==> config.mk <==
export PLATFORM = sky130hd
export DESIGN_NAME = mbus_layer
export DESIGN_NICKNAME = d
export VERILOG_FILES = /design/src/design/mbus_msg_pkg.sv /design/src/design/mbus_line_pkg.sv /design/src/design/mbus_rx_deser.sv /design/src/design/mbus_layer_ctrl.sv /design/src/design/mbus_tx_ser.sv /design/src/design/mbus_layer.sv
export SDC_FILE = /design/constraint.sdc
export NUM_CORES = 1
export LEC_CHECK = 0
export ABC_AREA = 1
export ABC_CLOCK_PERIOD_IN_PS = 2500
export BUFFER_PORTS_ARGS = -buffer_cell sky130_fd_sc_hd__buf_2
export CAP_MARGIN = 40
export CORE_MARGIN = 4
export CORE_UTILIZATION = 45
export CTS_CLUSTER_DIAMETER = 30
export CTS_CLUSTER_SIZE = 16
export DETAILED_ROUTE_END_ITERATION = 6
export PLACE_DENSITY = 0.65
export SLEW_MARGIN = 20
export SYNTH_ARGS = -nofsm -noshare
export SYNTH_HDL_FRONTEND = slang
export SYNTH_HIERARCHICAL = 1
export SYNTH_SLANG_ARGS = --single-unit
==> constraint.sdc <==
create_clock -name CLK_EXT -period 2.5 [get_ports CLK_EXT]
set_input_delay 0.125 -clock CLK_EXT [delete_from_list [all_inputs] [get_ports CLK_EXT]]
set_output_delay 0.125 -clock CLK_EXT [all_outputs]
set_load 0.01 [all_outputs]
==> src/design/mbus_msg_pkg.sv <==
`default_nettype none

// **************************************************
// message level view of a frame
// **************************************************
package mbus_msg_pkg;

	typedef logic [7:0]  addr_t;   // prefix in the high nibble
	typedef logic [3:0]  func_t;   // low nibble of addr_t
	typedef logic [3:0]  prefix_t; // high nibble of addr_t
	typedef logic [31:0] data_t;

	typedef struct packed {
		addr_t addr; // sent first
		data_t data;
	} msg_t;

	// what the host sees on its receive port
	typedef struct packed {
		msg_t msg;
		logic broadcast; // frame came in on the broadcast prefix
	} rx_msg_t;

	localparam prefix_t BROADCAST_PREFIX = 4'h0;
	localparam func_t   CHANNEL_CTRL     = 4'h1; // absorbed by the layer

endpackage

`default_nettype wire

==> src/design/mbus_line_pkg.sv <==
`default_nettype none

// **************************************************
// wire level view of a frame
// **************************************************
package mbus_line_pkg;

	localparam int FRAME_BITS = $bits(mbus_msg_pkg::msg_t); // 8 addr + 32 data

	typedef logic [5:0] bit_count_t; // bits taken or sent so far

	typedef enum logic {
		RX_IDLE,  // waiting for the first strobe
		RX_SHIFT  // frame in progress
	} rx_state_t;

	typedef enum logic [1:0] {
		TX_IDLE, // idle gap, then pick a slot
		TX_LOAD, // copy slot into the shifter
		TX_SEND  // bits on the line
	} tx_state_t;

endpackage

`default_nettype wire

==> src/design/mbus_rx_deser.sv <==
`timescale 1ns/1ps
`default_nettype none

module mbus_rx_deser #(
	parameter int IDLE_LIMIT = 32
) (
	input  wire                CLK_EXT,
	input  wire                RESETn_local,
	input  wire                clkin,
	input  wire                din,
	output mbus_msg_pkg::msg_t frame,
	output logic               frame_valid
);

	localparam int IDLE_W = $clog2(IDLE_LIMIT + 1);
	localparam mbus_line_pkg::bit_count_t LAST_BIT =
		mbus_line_pkg::bit_count_t'(mbus_line_pkg::FRAME_BITS - 1);

	mbus_line_pkg::rx_state_t             state;
	mbus_line_pkg::bit_count_t            bit_cnt;
	logic [IDLE_W-1:0]                    idle_cnt;
	logic [mbus_line_pkg::FRAME_BITS-1:0] shift_q;
	logic                                 clkin_q;
	logic                                 strobe_edge;

	assign strobe_edge = clkin & ~clkin_q; // strobe high now, low last cycle
	assign frame       = mbus_msg_pkg::msg_t'(shift_q);

	// **************************************************
	// strobe sampling and data shifter
	// **************************************************
	always_ff @(posedge CLK_EXT or negedge RESETn_local)
	begin
		if (!RESETn_local)
			clkin_q <= 1'b1; // line must be seen low before the first bit
		else
			clkin_q <= clkin;
	end

	always_ff @(posedge CLK_EXT)
	begin
		if (strobe_edge)
			shift_q <= {shift_q[mbus_line_pkg::FRAME_BITS-2:0], din}; // msb first
	end

	// **************************************************
	// bit counter and idle timeout
	// **************************************************
	always_ff @(posedge CLK_EXT or negedge RESETn_local)
	begin
		if (!RESETn_local)
		begin
			state       <= mbus_line_pkg::RX_IDLE;
			bit_cnt     <= '0;
			idle_cnt    <= '0;
			frame_valid <= 1'b0;
		end
		else
		begin
			frame_valid <= 1'b0;
			case (state)
				mbus_line_pkg::RX_IDLE:
				begin
					idle_cnt <= '0;
					if (strobe_edge)
					begin
						bit_cnt <= mbus_line_pkg::bit_count_t'(1); // first bit taken
						state   <= mbus_line_pkg::RX_SHIFT;
					end
				end
				mbus_line_pkg::RX_SHIFT:
				begin
					if (strobe_edge)
					begin
						idle_cnt <= '0;
						if (bit_cnt == LAST_BIT)
						begin
							frame_valid <= 1'b1; // shifter holds the full frame now
							bit_cnt     <= '0;
							state       <= mbus_line_pkg::RX_IDLE;
						end
						else
							bit_cnt <= bit_cnt + 1'b1;
					end
					else if (idle_cnt == IDLE_W'(IDLE_LIMIT - 1))
					begin
						bit_cnt <= '0; // drop the partial frame
						state   <= mbus_line_pkg::RX_IDLE;
					end
					else
						idle_cnt <= idle_cnt + 1'b1;
				end
				default:
					state <= mbus_line_pkg::RX_IDLE;
			endcase
		end
	end

endmodule

`default_nettype wire

==> src/design/mbus_layer_ctrl.sv <==
`timescale 1ns/1ps
`default_nettype none

module mbus_layer_ctrl #(
	parameter mbus_msg_pkg::prefix_t LAYER_PREFIX = 4'h3
) (
	input  wire                     CLK_EXT,
	input  wire                     RESETn_local,
	input  wire mbus_msg_pkg::msg_t frame,
	input  wire                     frame_valid,
	output mbus_msg_pkg::rx_msg_t   rx_msg,
	output logic                    rx_req,
	input  wire                     rx_ack,
	output logic                    rx_fail,
	input  wire mbus_msg_pkg::msg_t tx_msg,
	input  wire                     tx_req,
	output logic                    tx_ack,
	output logic                    tx_succ,
	output mbus_msg_pkg::msg_t      fwd_msg,
	output logic                    fwd_valid,
	output mbus_msg_pkg::msg_t      host_msg,
	output logic                    host_valid,
	input  wire                     host_ready,
	input  wire                     tx_done
);

	mbus_msg_pkg::prefix_t frame_prefix;
	mbus_msg_pkg::func_t   frame_func;
	logic                  is_own;
	logic                  is_bcast;
	logic                  is_ctrl;
	logic                  to_host;
	logic                  to_fwd;
	logic                  rx_take;
	logic                  tx_take;
	logic                  tx_pend;

	// **************************************************
	// address decode
	// **************************************************
	assign frame_prefix = frame.addr[7:4];
	assign frame_func   = frame.addr[3:0];
	assign is_own       = (frame_prefix == LAYER_PREFIX);
	assign is_bcast     = (frame_prefix == mbus_msg_pkg::BROADCAST_PREFIX);
	assign is_ctrl      = is_bcast & (frame_func == mbus_msg_pkg::CHANNEL_CTRL);
	assign to_host      = is_own | (is_bcast & ~is_ctrl); // ctrl broadcast acked here
	assign to_fwd       = ~is_own; // broadcasts and foreign prefixes move on

	assign rx_take = frame_valid & to_host & ~rx_req; // buffer free
	assign tx_take = tx_req & host_ready & ~tx_pend;  // one host frame in flight

	// **************************************************
	// host receive buffer
	// **************************************************
	always_ff @(posedge CLK_EXT or negedge RESETn_local)
	begin
		if (!RESETn_local)
		begin
			rx_req  <= 1'b0;
			rx_fail <= 1'b0;
		end
		else
		begin
			rx_fail <= frame_valid & to_host & rx_req; // host still busy
			if (rx_take)
				rx_req <= 1'b1;
			else if (rx_req && rx_ack)
				rx_req <= 1'b0;
		end
	end

	always_ff @(posedge CLK_EXT)
	begin
		if (rx_take)
		begin
			rx_msg.msg       <= frame;
			rx_msg.broadcast <= is_bcast;
		end
	end

	// **************************************************
	// forward path and host transmit
	// **************************************************
	always_ff @(posedge CLK_EXT or negedge RESETn_local)
	begin
		if (!RESETn_local)
		begin
			fwd_valid  <= 1'b0;
			host_valid <= 1'b0;
			tx_ack     <= 1'b0;
			tx_pend    <= 1'b0;
			tx_succ    <= 1'b0;
		end
		else
		begin
			fwd_valid  <= frame_valid & to_fwd;
			host_valid <= tx_take;
			tx_ack     <= tx_take;
			tx_succ    <= tx_done & tx_pend; // last bit of our own frame is out
			if (tx_take)
				tx_pend <= 1'b1;
			else if (tx_done)
				tx_pend <= 1'b0;
		end
	end

	always_ff @(posedge CLK_EXT)
	begin
		if (frame_valid)
			fwd_msg <= frame; // passed on unchanged
		if (tx_take)
			host_msg <= tx_msg;
	end

endmodule

`default_nettype wire

==> src/design/mbus_tx_ser.sv <==
`timescale 1ns/1ps
`default_nettype none

module mbus_tx_ser #(
	parameter int BIT_PERIOD = 4
) (
	input  wire                     CLK_EXT,
	input  wire                     RESETn_local,
	input  wire mbus_msg_pkg::msg_t fwd_msg,
	input  wire                     fwd_valid,
	input  wire mbus_msg_pkg::msg_t host_msg,
	input  wire                     host_valid,
	output logic                    host_ready,
	output logic                    tx_done,
	output logic                    clkout,
	output logic                    dout
);

	localparam int TIMER_W    = $clog2(BIT_PERIOD + 1);
	localparam int GAP_CYCLES = 2 * BIT_PERIOD; // two idle bits between frames
	localparam int GAP_W      = $clog2(GAP_CYCLES + 1);
	localparam mbus_line_pkg::bit_count_t LAST_BIT =
		mbus_line_pkg::bit_count_t'(mbus_line_pkg::FRAME_BITS - 1);

	mbus_line_pkg::tx_state_t             state;
	mbus_msg_pkg::msg_t                   fwd_buf;
	mbus_msg_pkg::msg_t                   host_buf;
	logic                                 fwd_full;
	logic                                 host_full;
	logic [mbus_line_pkg::FRAME_BITS-1:0] shift_q;
	mbus_line_pkg::bit_count_t            bit_cnt;
	logic [TIMER_W-1:0]                   timer;
	logic [GAP_W-1:0]                     gap_cnt;
	logic                                 send_host;
	logic                                 sending;
	logic                                 bit_end;
	logic                                 frame_end;
	logic                                 gap_done;

	assign sending    = (state == mbus_line_pkg::TX_SEND);
	assign bit_end    = sending && (timer == TIMER_W'(BIT_PERIOD - 1));
	assign frame_end  = bit_end && (bit_cnt == LAST_BIT);
	assign gap_done   = (gap_cnt == GAP_W'(GAP_CYCLES));
	assign host_ready = ~host_full;
	assign clkout     = bit_end; // strobe in the last cycle of each bit
	assign dout       = sending & shift_q[mbus_line_pkg::FRAME_BITS-1];

	// **************************************************
	// forward and host slots
	// **************************************************
	always_ff @(posedge CLK_EXT or negedge RESETn_local)
	begin
		if (!RESETn_local)
		begin
			fwd_full  <= 1'b0;
			host_full <= 1'b0;
		end
		else
		begin
			if (state == mbus_line_pkg::TX_LOAD)
			begin
				if (fwd_full)
					fwd_full <= 1'b0; // forward traffic goes first
				else
					host_full <= 1'b0;
			end
			if (fwd_valid)
				fwd_full <= 1'b1;
			if (host_valid)
				host_full <= 1'b1;
		end
	end

	always_ff @(posedge CLK_EXT)
	begin
		if (fwd_valid)
			fwd_buf <= fwd_msg;
		if (host_valid)
			host_buf <= host_msg;
		if (state == mbus_line_pkg::TX_LOAD)
			shift_q <= fwd_full ? fwd_buf : host_buf;
		else if (bit_end)
			shift_q <= {shift_q[mbus_line_pkg::FRAME_BITS-2:0], 1'b0};
	end

	// **************************************************
	// frame sequencer
	// **************************************************
	always_ff @(posedge CLK_EXT or negedge RESETn_local)
	begin
		if (!RESETn_local)
		begin
			state     <= mbus_line_pkg::TX_IDLE;
			bit_cnt   <= '0;
			timer     <= '0;
			gap_cnt   <= '0;
			send_host <= 1'b0;
			tx_done   <= 1'b0;
		end
		else
		begin
			tx_done <= 1'b0;
			case (state)
				mbus_line_pkg::TX_IDLE:
				begin
					if (!gap_done)
						gap_cnt <= gap_cnt + 1'b1;
					else if (fwd_full || host_full)
						state <= mbus_line_pkg::TX_LOAD;
				end
				mbus_line_pkg::TX_LOAD:
				begin
					send_host <= ~fwd_full; // same choice as the slot logic
					bit_cnt   <= '0;
					timer     <= '0;
					state     <= mbus_line_pkg::TX_SEND;
				end
				mbus_line_pkg::TX_SEND:
				begin
					if (bit_end)
					begin
						timer <= '0;
						if (frame_end)
						begin
							tx_done <= send_host;
							gap_cnt <= '0;
							state   <= mbus_line_pkg::TX_IDLE;
						end
						else
							bit_cnt <= bit_cnt + 1'b1;
					end
					else
						timer <= timer + 1'b1;
				end
				default:
					state <= mbus_line_pkg::TX_IDLE;
			endcase
		end
	end

endmodule

`default_nettype wire

==> src/design/mbus_layer.sv <==
`timescale 1ns/1ps
`default_nettype none

module mbus_layer #(
	parameter mbus_msg_pkg::prefix_t LAYER_PREFIX = 4'h3,
	parameter int                    BIT_PERIOD   = 4,  // cycles per outbound bit
	parameter int                    IDLE_LIMIT   = 32  // cycles before a partial frame is dropped
) (
	input  wire                        CLK_EXT,
	input  wire                        RESETn_local,
	input  wire                        clkin,
	input  wire                        din,
	output wire                        clkout,
	output wire                        dout,
	output wire mbus_msg_pkg::rx_msg_t rx_msg,
	output wire                        rx_req,
	input  wire                        rx_ack,
	output wire                        rx_fail,
	input  wire mbus_msg_pkg::msg_t    tx_msg,
	input  wire                        tx_req,
	output wire                        tx_ack,
	output wire                        tx_succ
);

	mbus_msg_pkg::msg_t frame;
	logic               frame_valid;
	mbus_msg_pkg::msg_t fwd_msg;
	logic               fwd_valid;
	mbus_msg_pkg::msg_t host_msg;
	logic               host_valid;
	logic               host_ready;
	logic               tx_done;

	// **************************************************
	// input side, decode, output side
	// **************************************************
	mbus_rx_deser #(
		.IDLE_LIMIT(IDLE_LIMIT)
	) rx0 (
		.CLK_EXT(CLK_EXT),
		.RESETn_local(RESETn_local),
		.clkin(clkin),
		.din(din),
		.frame(frame),
		.frame_valid(frame_valid)
	);

	mbus_layer_ctrl #(
		.LAYER_PREFIX(LAYER_PREFIX)
	) ctrl0 (
		.CLK_EXT(CLK_EXT),
		.RESETn_local(RESETn_local),
		.frame(frame),
		.frame_valid(frame_valid),
		.rx_msg(rx_msg),
		.rx_req(rx_req),
		.rx_ack(rx_ack),
		.rx_fail(rx_fail),
		.tx_msg(tx_msg),
		.tx_req(tx_req),
		.tx_ack(tx_ack),
		.tx_succ(tx_succ),
		.fwd_msg(fwd_msg),
		.fwd_valid(fwd_valid),
		.host_msg(host_msg),
		.host_valid(host_valid),
		.host_ready(host_ready),
		.tx_done(tx_done)
	);

	mbus_tx_ser #(
		.BIT_PERIOD(BIT_PERIOD)
	) tx0 (
		.CLK_EXT(CLK_EXT),
		.RESETn_local(RESETn_local),
		.fwd_msg(fwd_msg),
		.fwd_valid(fwd_valid),
		.host_msg(host_msg),
		.host_valid(host_valid),
		.host_ready(host_ready),
		.tx_done(tx_done),
		.clkout(clkout),
		.dout(dout)
	);

endmodule

`default_nettype wire

# Word-level counts from Yosys, hierarchy flattened
# Cells that the tools add are included.
word_totals:
  regBits: 321
  input_bits: 46
  output_inout_bits: 47
  word_cells: 139
op_classes:
  addsub: 5
  n_eq_ne: 19
  muxes: 45
  n_bitwise: 20
  n_reduce_logical: 18
op_table:
  columns: ["op", "count"]
  rows:
  - ["$mux 40", 3]
  - ["$mux 6", 8]
  - ["$pmux 6 s2", 3]
  - ["$mux 1", 19]
  - ["$add 6x1->6 const B", 3]
  - ["$reduce_bool 2->1", 7]
  - ["$eq 6x6->1 const B", 2]
  - ["$mux 4", 3]
  - ["$and 1x1->1", 11]
  - ["$ne 2x2->1 const B", 5]
  - ["$mux 2", 4]
  - ["$not 1->1", 8]
  - ["$pmux 4 s2", 1]
  - ["$reduce_and 4->1", 2]
  - ["$eq 6x5->1 const B", 1]
  - ["$ne 2x1->1 const B", 3]
  - ["$ne 3x3->1 const B", 2]
  - ["$pmux 2 s3", 1]
  - ["$pmux 3 s2", 1]
  - ["$add 4x1->4 const B", 1]
  - ["$eq 4x1->1 const B", 1]
  - ["$eq 4x2->1 const B", 1]
  - ["$eq 4x4->1 const B", 1]
  - ["$logic_not 4->1", 1]
  - ["other kinds (12)", 15]

# Longest topological paths before layout
depth:
  ltp_word: 8
  mapped_depth: 10
  ltp_nobuf: 9

# Cells and area by module
# Netlist, hierarchy kept.
by_module_without_submodules:
  columns: ["module", "n_inst", "cells_per_inst", "area_each_um2"]
  rows:
  - ["mbus_tx_ser", 1, 426, 5484.0]
  - ["mbus_layer_ctrl", 1, 156, 3925.0]
  - ["mbus_rx_deser", 1, 138, 2011.9]

# Worst setup path after synthesis
# OpenSTA, ideal clock, no wires.
synth_path:
  path_type: "register to register"
  start: "register rx0.frame_valid"
  end: "register, netlist name ctrl0/rx_msg[0]"
  setup_ps: 395
  arrival_ps: 2215
  required_time_ps: 2105
  path_slack_ps: -111
  stages_incl_launch_ff: 3
  synth_period_minus_slack_ps: 2611
  cell_sequence: "dfrtp_1 -> nand3_1 -> inv_1"
synth_between:
  elab_chain_len: 2
synth_lines:
  columns: ["item", "line", "source"]
  rows:
  - ["from (decl)", "mbus_rx_deser.sv:12", "output logic frame_valid"]
  - ["from (signal assigned)", "mbus_rx_deser.sv:56", "frame_valid <= 1'b0;"]
  - ["from (signal assigned)", "mbus_rx_deser.sv:60", "frame_valid <= 1'b0;"]
  - ["from (signal assigned)", "mbus_rx_deser.sv:78", "frame_valid <= 1'b1;"]
  - ["$and 1x1->1 (2 in a row)", "mbus_layer_ctrl.sv:49", "assign rx_take = frame_valid & to_host & ~rx_req;"]
  - ["via ctrl0.rx_take", "mbus_layer_ctrl.sv:34", "logic rx_take;"]
# The timed path passes the listed nets, and every way through them passes these cells.
# A chain may end at the register's enable or synchronous reset.

# Final worst setup path
layout_path:
  start: "register rx0.shift_q, in the netlist rx0/frame[33]"
  end: "register, netlist name ctrl0/rx_msg[30]"
layout_between:
  elab_chain_len: 7
layout_lines:
  columns: ["item", "line", "source"]
  rows:
  - ["from (decl)", "mbus_rx_deser.sv:22", "logic [mbus_line_pkg::FRAME_BITS-1:0] shift_q;"]
  - ["from (signal assigned)", "mbus_rx_deser.sv:43", "shift_q <= {shift_q[mbus_line_pkg::FRAME_BITS-2:0], din};"]
  - ["$eq 4x1->1", "mbus_layer_ctrl.sv:45", "assign is_ctrl = is_bcast & (frame_func == mbus_msg_pkg::CHANNEL_CTRL);"]
  - ["$and 1x1->1", "mbus_layer_ctrl.sv:45", null]
  - ["$not 1->1", "mbus_layer_ctrl.sv:46", "assign to_host = is_own | (is_bcast & ~is_ctrl);"]
  - ["$and 1x1->1", "mbus_layer_ctrl.sv:46", null]
  - ["$or 1x1->1", "mbus_layer_ctrl.sv:46", null]
  - ["$and 1x1->1 (2 in a row)", "mbus_layer_ctrl.sv:49", null]
  - ["via ctrl0.rx_take", "mbus_layer_ctrl.sv:34", null]
# The timed path passes the listed nets, and every way through them passes these cells.

==> metrics.md <==
| Metric | Value |
|---|---|
| Switching share of power | 0.2067 |
| H-tree depth | 2 |
| DRC | 0 |
| Ports | 93 |
| Port Buffers | 92 |
| PwrDens | around 930 nW/um^2 |
| Clock Latency Late Sink | around 560 ps |
| Area delta synth->final | 29.55% |
| Post-CTS Setup Bufs | 0 |
| Clk sink count | ~320 |
| Tcrit/Tclk final | 0.7704 |
| First-pass GRT wire length | 34.86 mm |
| Crit path capture type | flop |
| Vias per std cell | ~5.0 |
| Die W | approximately 170 um |
| WP data arrival | 2220 ps |
| Worst-Margin Slew | around 670 ps |
| CP top delay family | buffers and inverters |
| Worst-case clock skew | 22.47 ps |
| Internal power | ~11 mW |
| Yosys cell types | 36 |
| Fill cells | 1,891 |
| Crit Path Class | reg -> reg |
| Post-synth ARST share | 0.1246 |
| CTS tree | built |
| Synthesized instance count | 720 |
| Router iterations before antenna repair | 5 |
| Area of the die | approximately 28,000 sq um |
| Max Cap Viol | 0 |
| Hold Vio Cnt, Final | 0 |
| Syn Std Cell Area | 11,420 sq um |
| Core area | around 25,000 sq um |
| Final Net Count | 969 |
| Chip height | roughly 170 um |
| Critical path startpoint category | flop |
| WL/cell | 17.24 um |
| Maximum VDD drop | between 0.7 and 0.8 mV |
| Prevailing post-synth register cell | edfxtp_1 |
| Seq/Total Area, Yosys | 0.8266 |
| Clk pwr share | 0.556 |
| Most frequent CP cell | nand2_2 |
| Worst slew margin | 0.5562 |
| CP max stage cell | edfxtp_1 |
| CP Buf/Inv Count | 2 |
| Leakage | about 5.6 nW |
| CTS root buffer | clkbuf_16 |
| RSZ-0062 raised after global routing | no |
| Synthesized Nets | around 780 |
| Initial Util | 0.4549 |
| Comb pwr share | 0.015 |
| Warnings from Yosys | 6 |
| Clk slew on worst S/H paths | about 60 ps |
| Final setup TNS | 0 ps |
| Routability-driven placement congestion ratio | roughly 0.79 |
| Grt ovf | 0 |
| Routed WL | around 22 mm |
| Pin count of the biggest net entering global routing | 44 |
| GRT Total Usage | 0.1583 |
| DP HPWL | around 13 mm |
| # setup viols final | 0 |
| Mapped Avg Cell Area | 15.86 sq um |
| Num CTS Buffers | 57 |
| Post-route ant nets | 0 |
| CP required | around 2800 ps |
| Max FO, Critical Path | 24 |
| Seq pwr share | 0.429 |
| WHS | roughly 150 ps |
| ANT cells | 0 |
| Final min period | 1926 ps |
| Synth Register Bits | ~320 |
| NetSw | around 2.8 mW |
| Outcome | finished clean |
| Post-synth EDFFs | roughly 280 |
| Fmax | between 500 and 600 MHz |
| CTS Buffer Depth | 3 |
| Vias in the first global route | between 6,000 and 7,000 |
| Worst Hold Class | in -> async |
| Count of final max-slew check failures | 0 |
| Initial drt markers | approximately 600 |
| Critical-path cell list | nor2_1 -> nand2_1 -> nand2_2 -> nand2_2 -> nand3_1 -> clkinvlp_4 -> buf_12 |
| Peak per-stage delay on the critical path | between 400 and 500 ps |
| Layout cell share with drive strength beyond 1 | 0.2549 |
| Standard-cell rows | between 50 and 60 |
| Routed vias | 6,396 |
| Initial antenna violation count | 0 |
[power by group through the flow]
stage               Clock [mW]  Combinational (mW)  Sequential (mW)
floorplan                    0              0.0741             5.99
global placement             0               0.151             6.00
detailed placement           0               0.153             6.00
CTS                       7.77               0.212             5.90
global route              8.11               0.235             5.90
finish                    7.65               0.211             5.90
[final timing paths]
| kind | endpoint | startpoint | cells past startpoint | slack [ps] |
|---|---|---|---|---|
| max | ctrl0/rx_msg[30] | rx0/frame[33] | 7 | 570 |
| min | ctrl0/tx_succ | RESETn_local | 2 | 150 |
| max reg2reg | ctrl0/rx_msg[30] | rx0/frame[33] | 7 | 570 |
| min reg2reg | tx0/fwd_buf[25] | ctrl0/fwd_msg[25] | 0 | 420 |
| max in group asynchronous | rx0/bit_cnt[1] | RESETn_local | 3 | 1710 |
| min in group CLK_EXT | rx0/clkin_q | clkin | 2 | 230 |
[through the flow]
stage / instances / power [mW] / util / area [sq um] / worst slack [ps]
3_3_place_gp: 1138 / 6.151 / 0.4925 / 12370 / 637.5
6_report: 1291 / 13.77 / 0.5892 / 14800 / 573.9
2_1_floorplan: 720 / 6.061 / - / 11420 / 142.0
4_1_cts: 1291 / 13.88 / 0.5892 / 14800 / 562.8
3_5_place_dp: 1139 / 6.156 / 0.4933 / 12390 / 600.7
5_1_grt: 1291 / 14.25 / 0.5892 / 14800 / 354.9
[synth_stat cells, types with 2 or more instances]
| library cell | n | area [sq um] |
|---|---|---|
| ha_1 | 10 | 125.1 |
| a21oi_1 | 3 | 15.01 |
| nand3_4 | 2 | 35.03 |
| nor2_1 | 64 | 240.2 |
| nor2_4 | 4 | 45.04 |
| nand3_1 | 33 | 165.2 |
| o21ai_2 | 2 | 17.52 |
| o21ai_1 | 23 | 115.1 |
| nand2_1 | 100 | 375.4 |
| nand2_4 | 3 | 33.78 |
| clkbuf_2 | 2 | 10.01 |
| xor2_1 | 3 | 26.28 |
| buf_2 | 7 | 35.03 |
| dfrtp_1 | 39 | 975.9 |
| inv_2 | 5 | 18.77 |
| edfxtp_1 | 281 | 8438 |
| nor2_2 | 3 | 18.77 |
| or2_2 | 4 | 25.02 |
| o21ai_0 | 67 | 335.3 |
| o21bai_1 | 3 | 22.52 |
| nand4_1 | 3 | 18.77 |
| clkbuf_1 | 7 | 26.28 |
| inv_1 | 32 | 120.1 |
| nand2_2 | 8 | 50.05 |
[registers in the layout, summed over array words and instances (netlist names), 3 cells and up]
register / count
ctrl0/rx_msg: 41
ctrl0/fwd_msg: 40
ctrl0/host_msg: 40
rx0/frame: 40
tx0/fwd_buf: 40
tx0/host_buf: 40
tx0/shift_q: 40
rx0/bit_cnt: 6
rx0/idle_cnt: 6
tx0/bit_cnt: 6
tx0/gap_cnt: 4
tx0/timer: 3
[per-layer routing]
metal  routed length (um)  share of wire  vias up  track usage
li1                     -              -     2990            -
met1                 9874           0.44     3151       0.2173
met2                10520           0.47      209       0.2466
met3                 1217          0.055       46      0.03848
met4                  652          0.029        0      0.06351
met5                    0              0        -            0
[layout by cell type (no fill, tap or decap), types with 3 or more instances in the layout]
cell type / Yosys / routed
edfxtp_1: 281 / 281
nand2_1: 100 / 100
buf_2: 7 / 92
o21ai_0: 67 / 67
nor2_1: 64 / 64
clkbuf_16: 0 / 57
dlygate4sd3_1: 0 / 45
dfrtp_1: 39 / 36
nand3_1: 33 / 33
inv_1: 32 / 30
o21ai_1: 23 / 23
clkinv_4: 0 / 10
buf_4: 1 / 10
ha_1: 10 / 10
inv_6: 1 / 9
clkinvlp_4: 0 / 9
clkbuf_1: 7 / 8
nand2_2: 8 / 8
bufinv_16: 0 / 6
inv_2: 5 / 5
buf_12: 0 / 5
nor2_4: 4 / 4
or2_2: 4 / 4
clkinv_2: 0 / 3
clkbuf_8: 0 / 3
clkinv_1: 1 / 3
nand4_1: 3 / 3
dfrtp_2: 0 / 3
nor2_2: 3 / 3
nand2_4: 3 / 3
a21oi_1: 3 / 3
xor2_1: 3 / 3
o21bai_1: 3 / 3
[worst reg2reg max path, stage by stage, from the launching register on]
cell        delay, ps
edfxtp_1          420
nor2_1            140
nand2_1            90
nand2_2            80
nand2_2            50
nand3_1           130
clkinvlp_4        420
buf_12            340
[repair_timing]
item / in CTS / in global routing
hold buffers: 45 / 0
resized for setup: 0 / 0
endpoints found under the hold margin: 65 / 0
[logic make-up after synthesis]
group / after synthesis / synth area share
adders and majority gates: 10 / 0.01096
xor gates and xnor gates: 3 / 0.002301
buffers and inverters: 57 / 0.02114
DFF: 321 / 0.8266
and+or+nand+nor: 229 / 0.09268
AOI/OAI and AO/OA: 100 / 0.04634
[final cells by class]
cell class	count	area, sq um	area share
Clock buffer	68	1498	0.1012
Clock inverter	39	460.4	0.03112
Inverter	39	155.1	0.01049
Multi-Input combinational cell	342	1739	0.1175
Sequential cell	321	9444	0.6383
Tap cell	330	412.9	0.02791
Timing Repair Buffer	152	1086	0.07340
No activity file was read; power rests on OpenSTA's default activity.
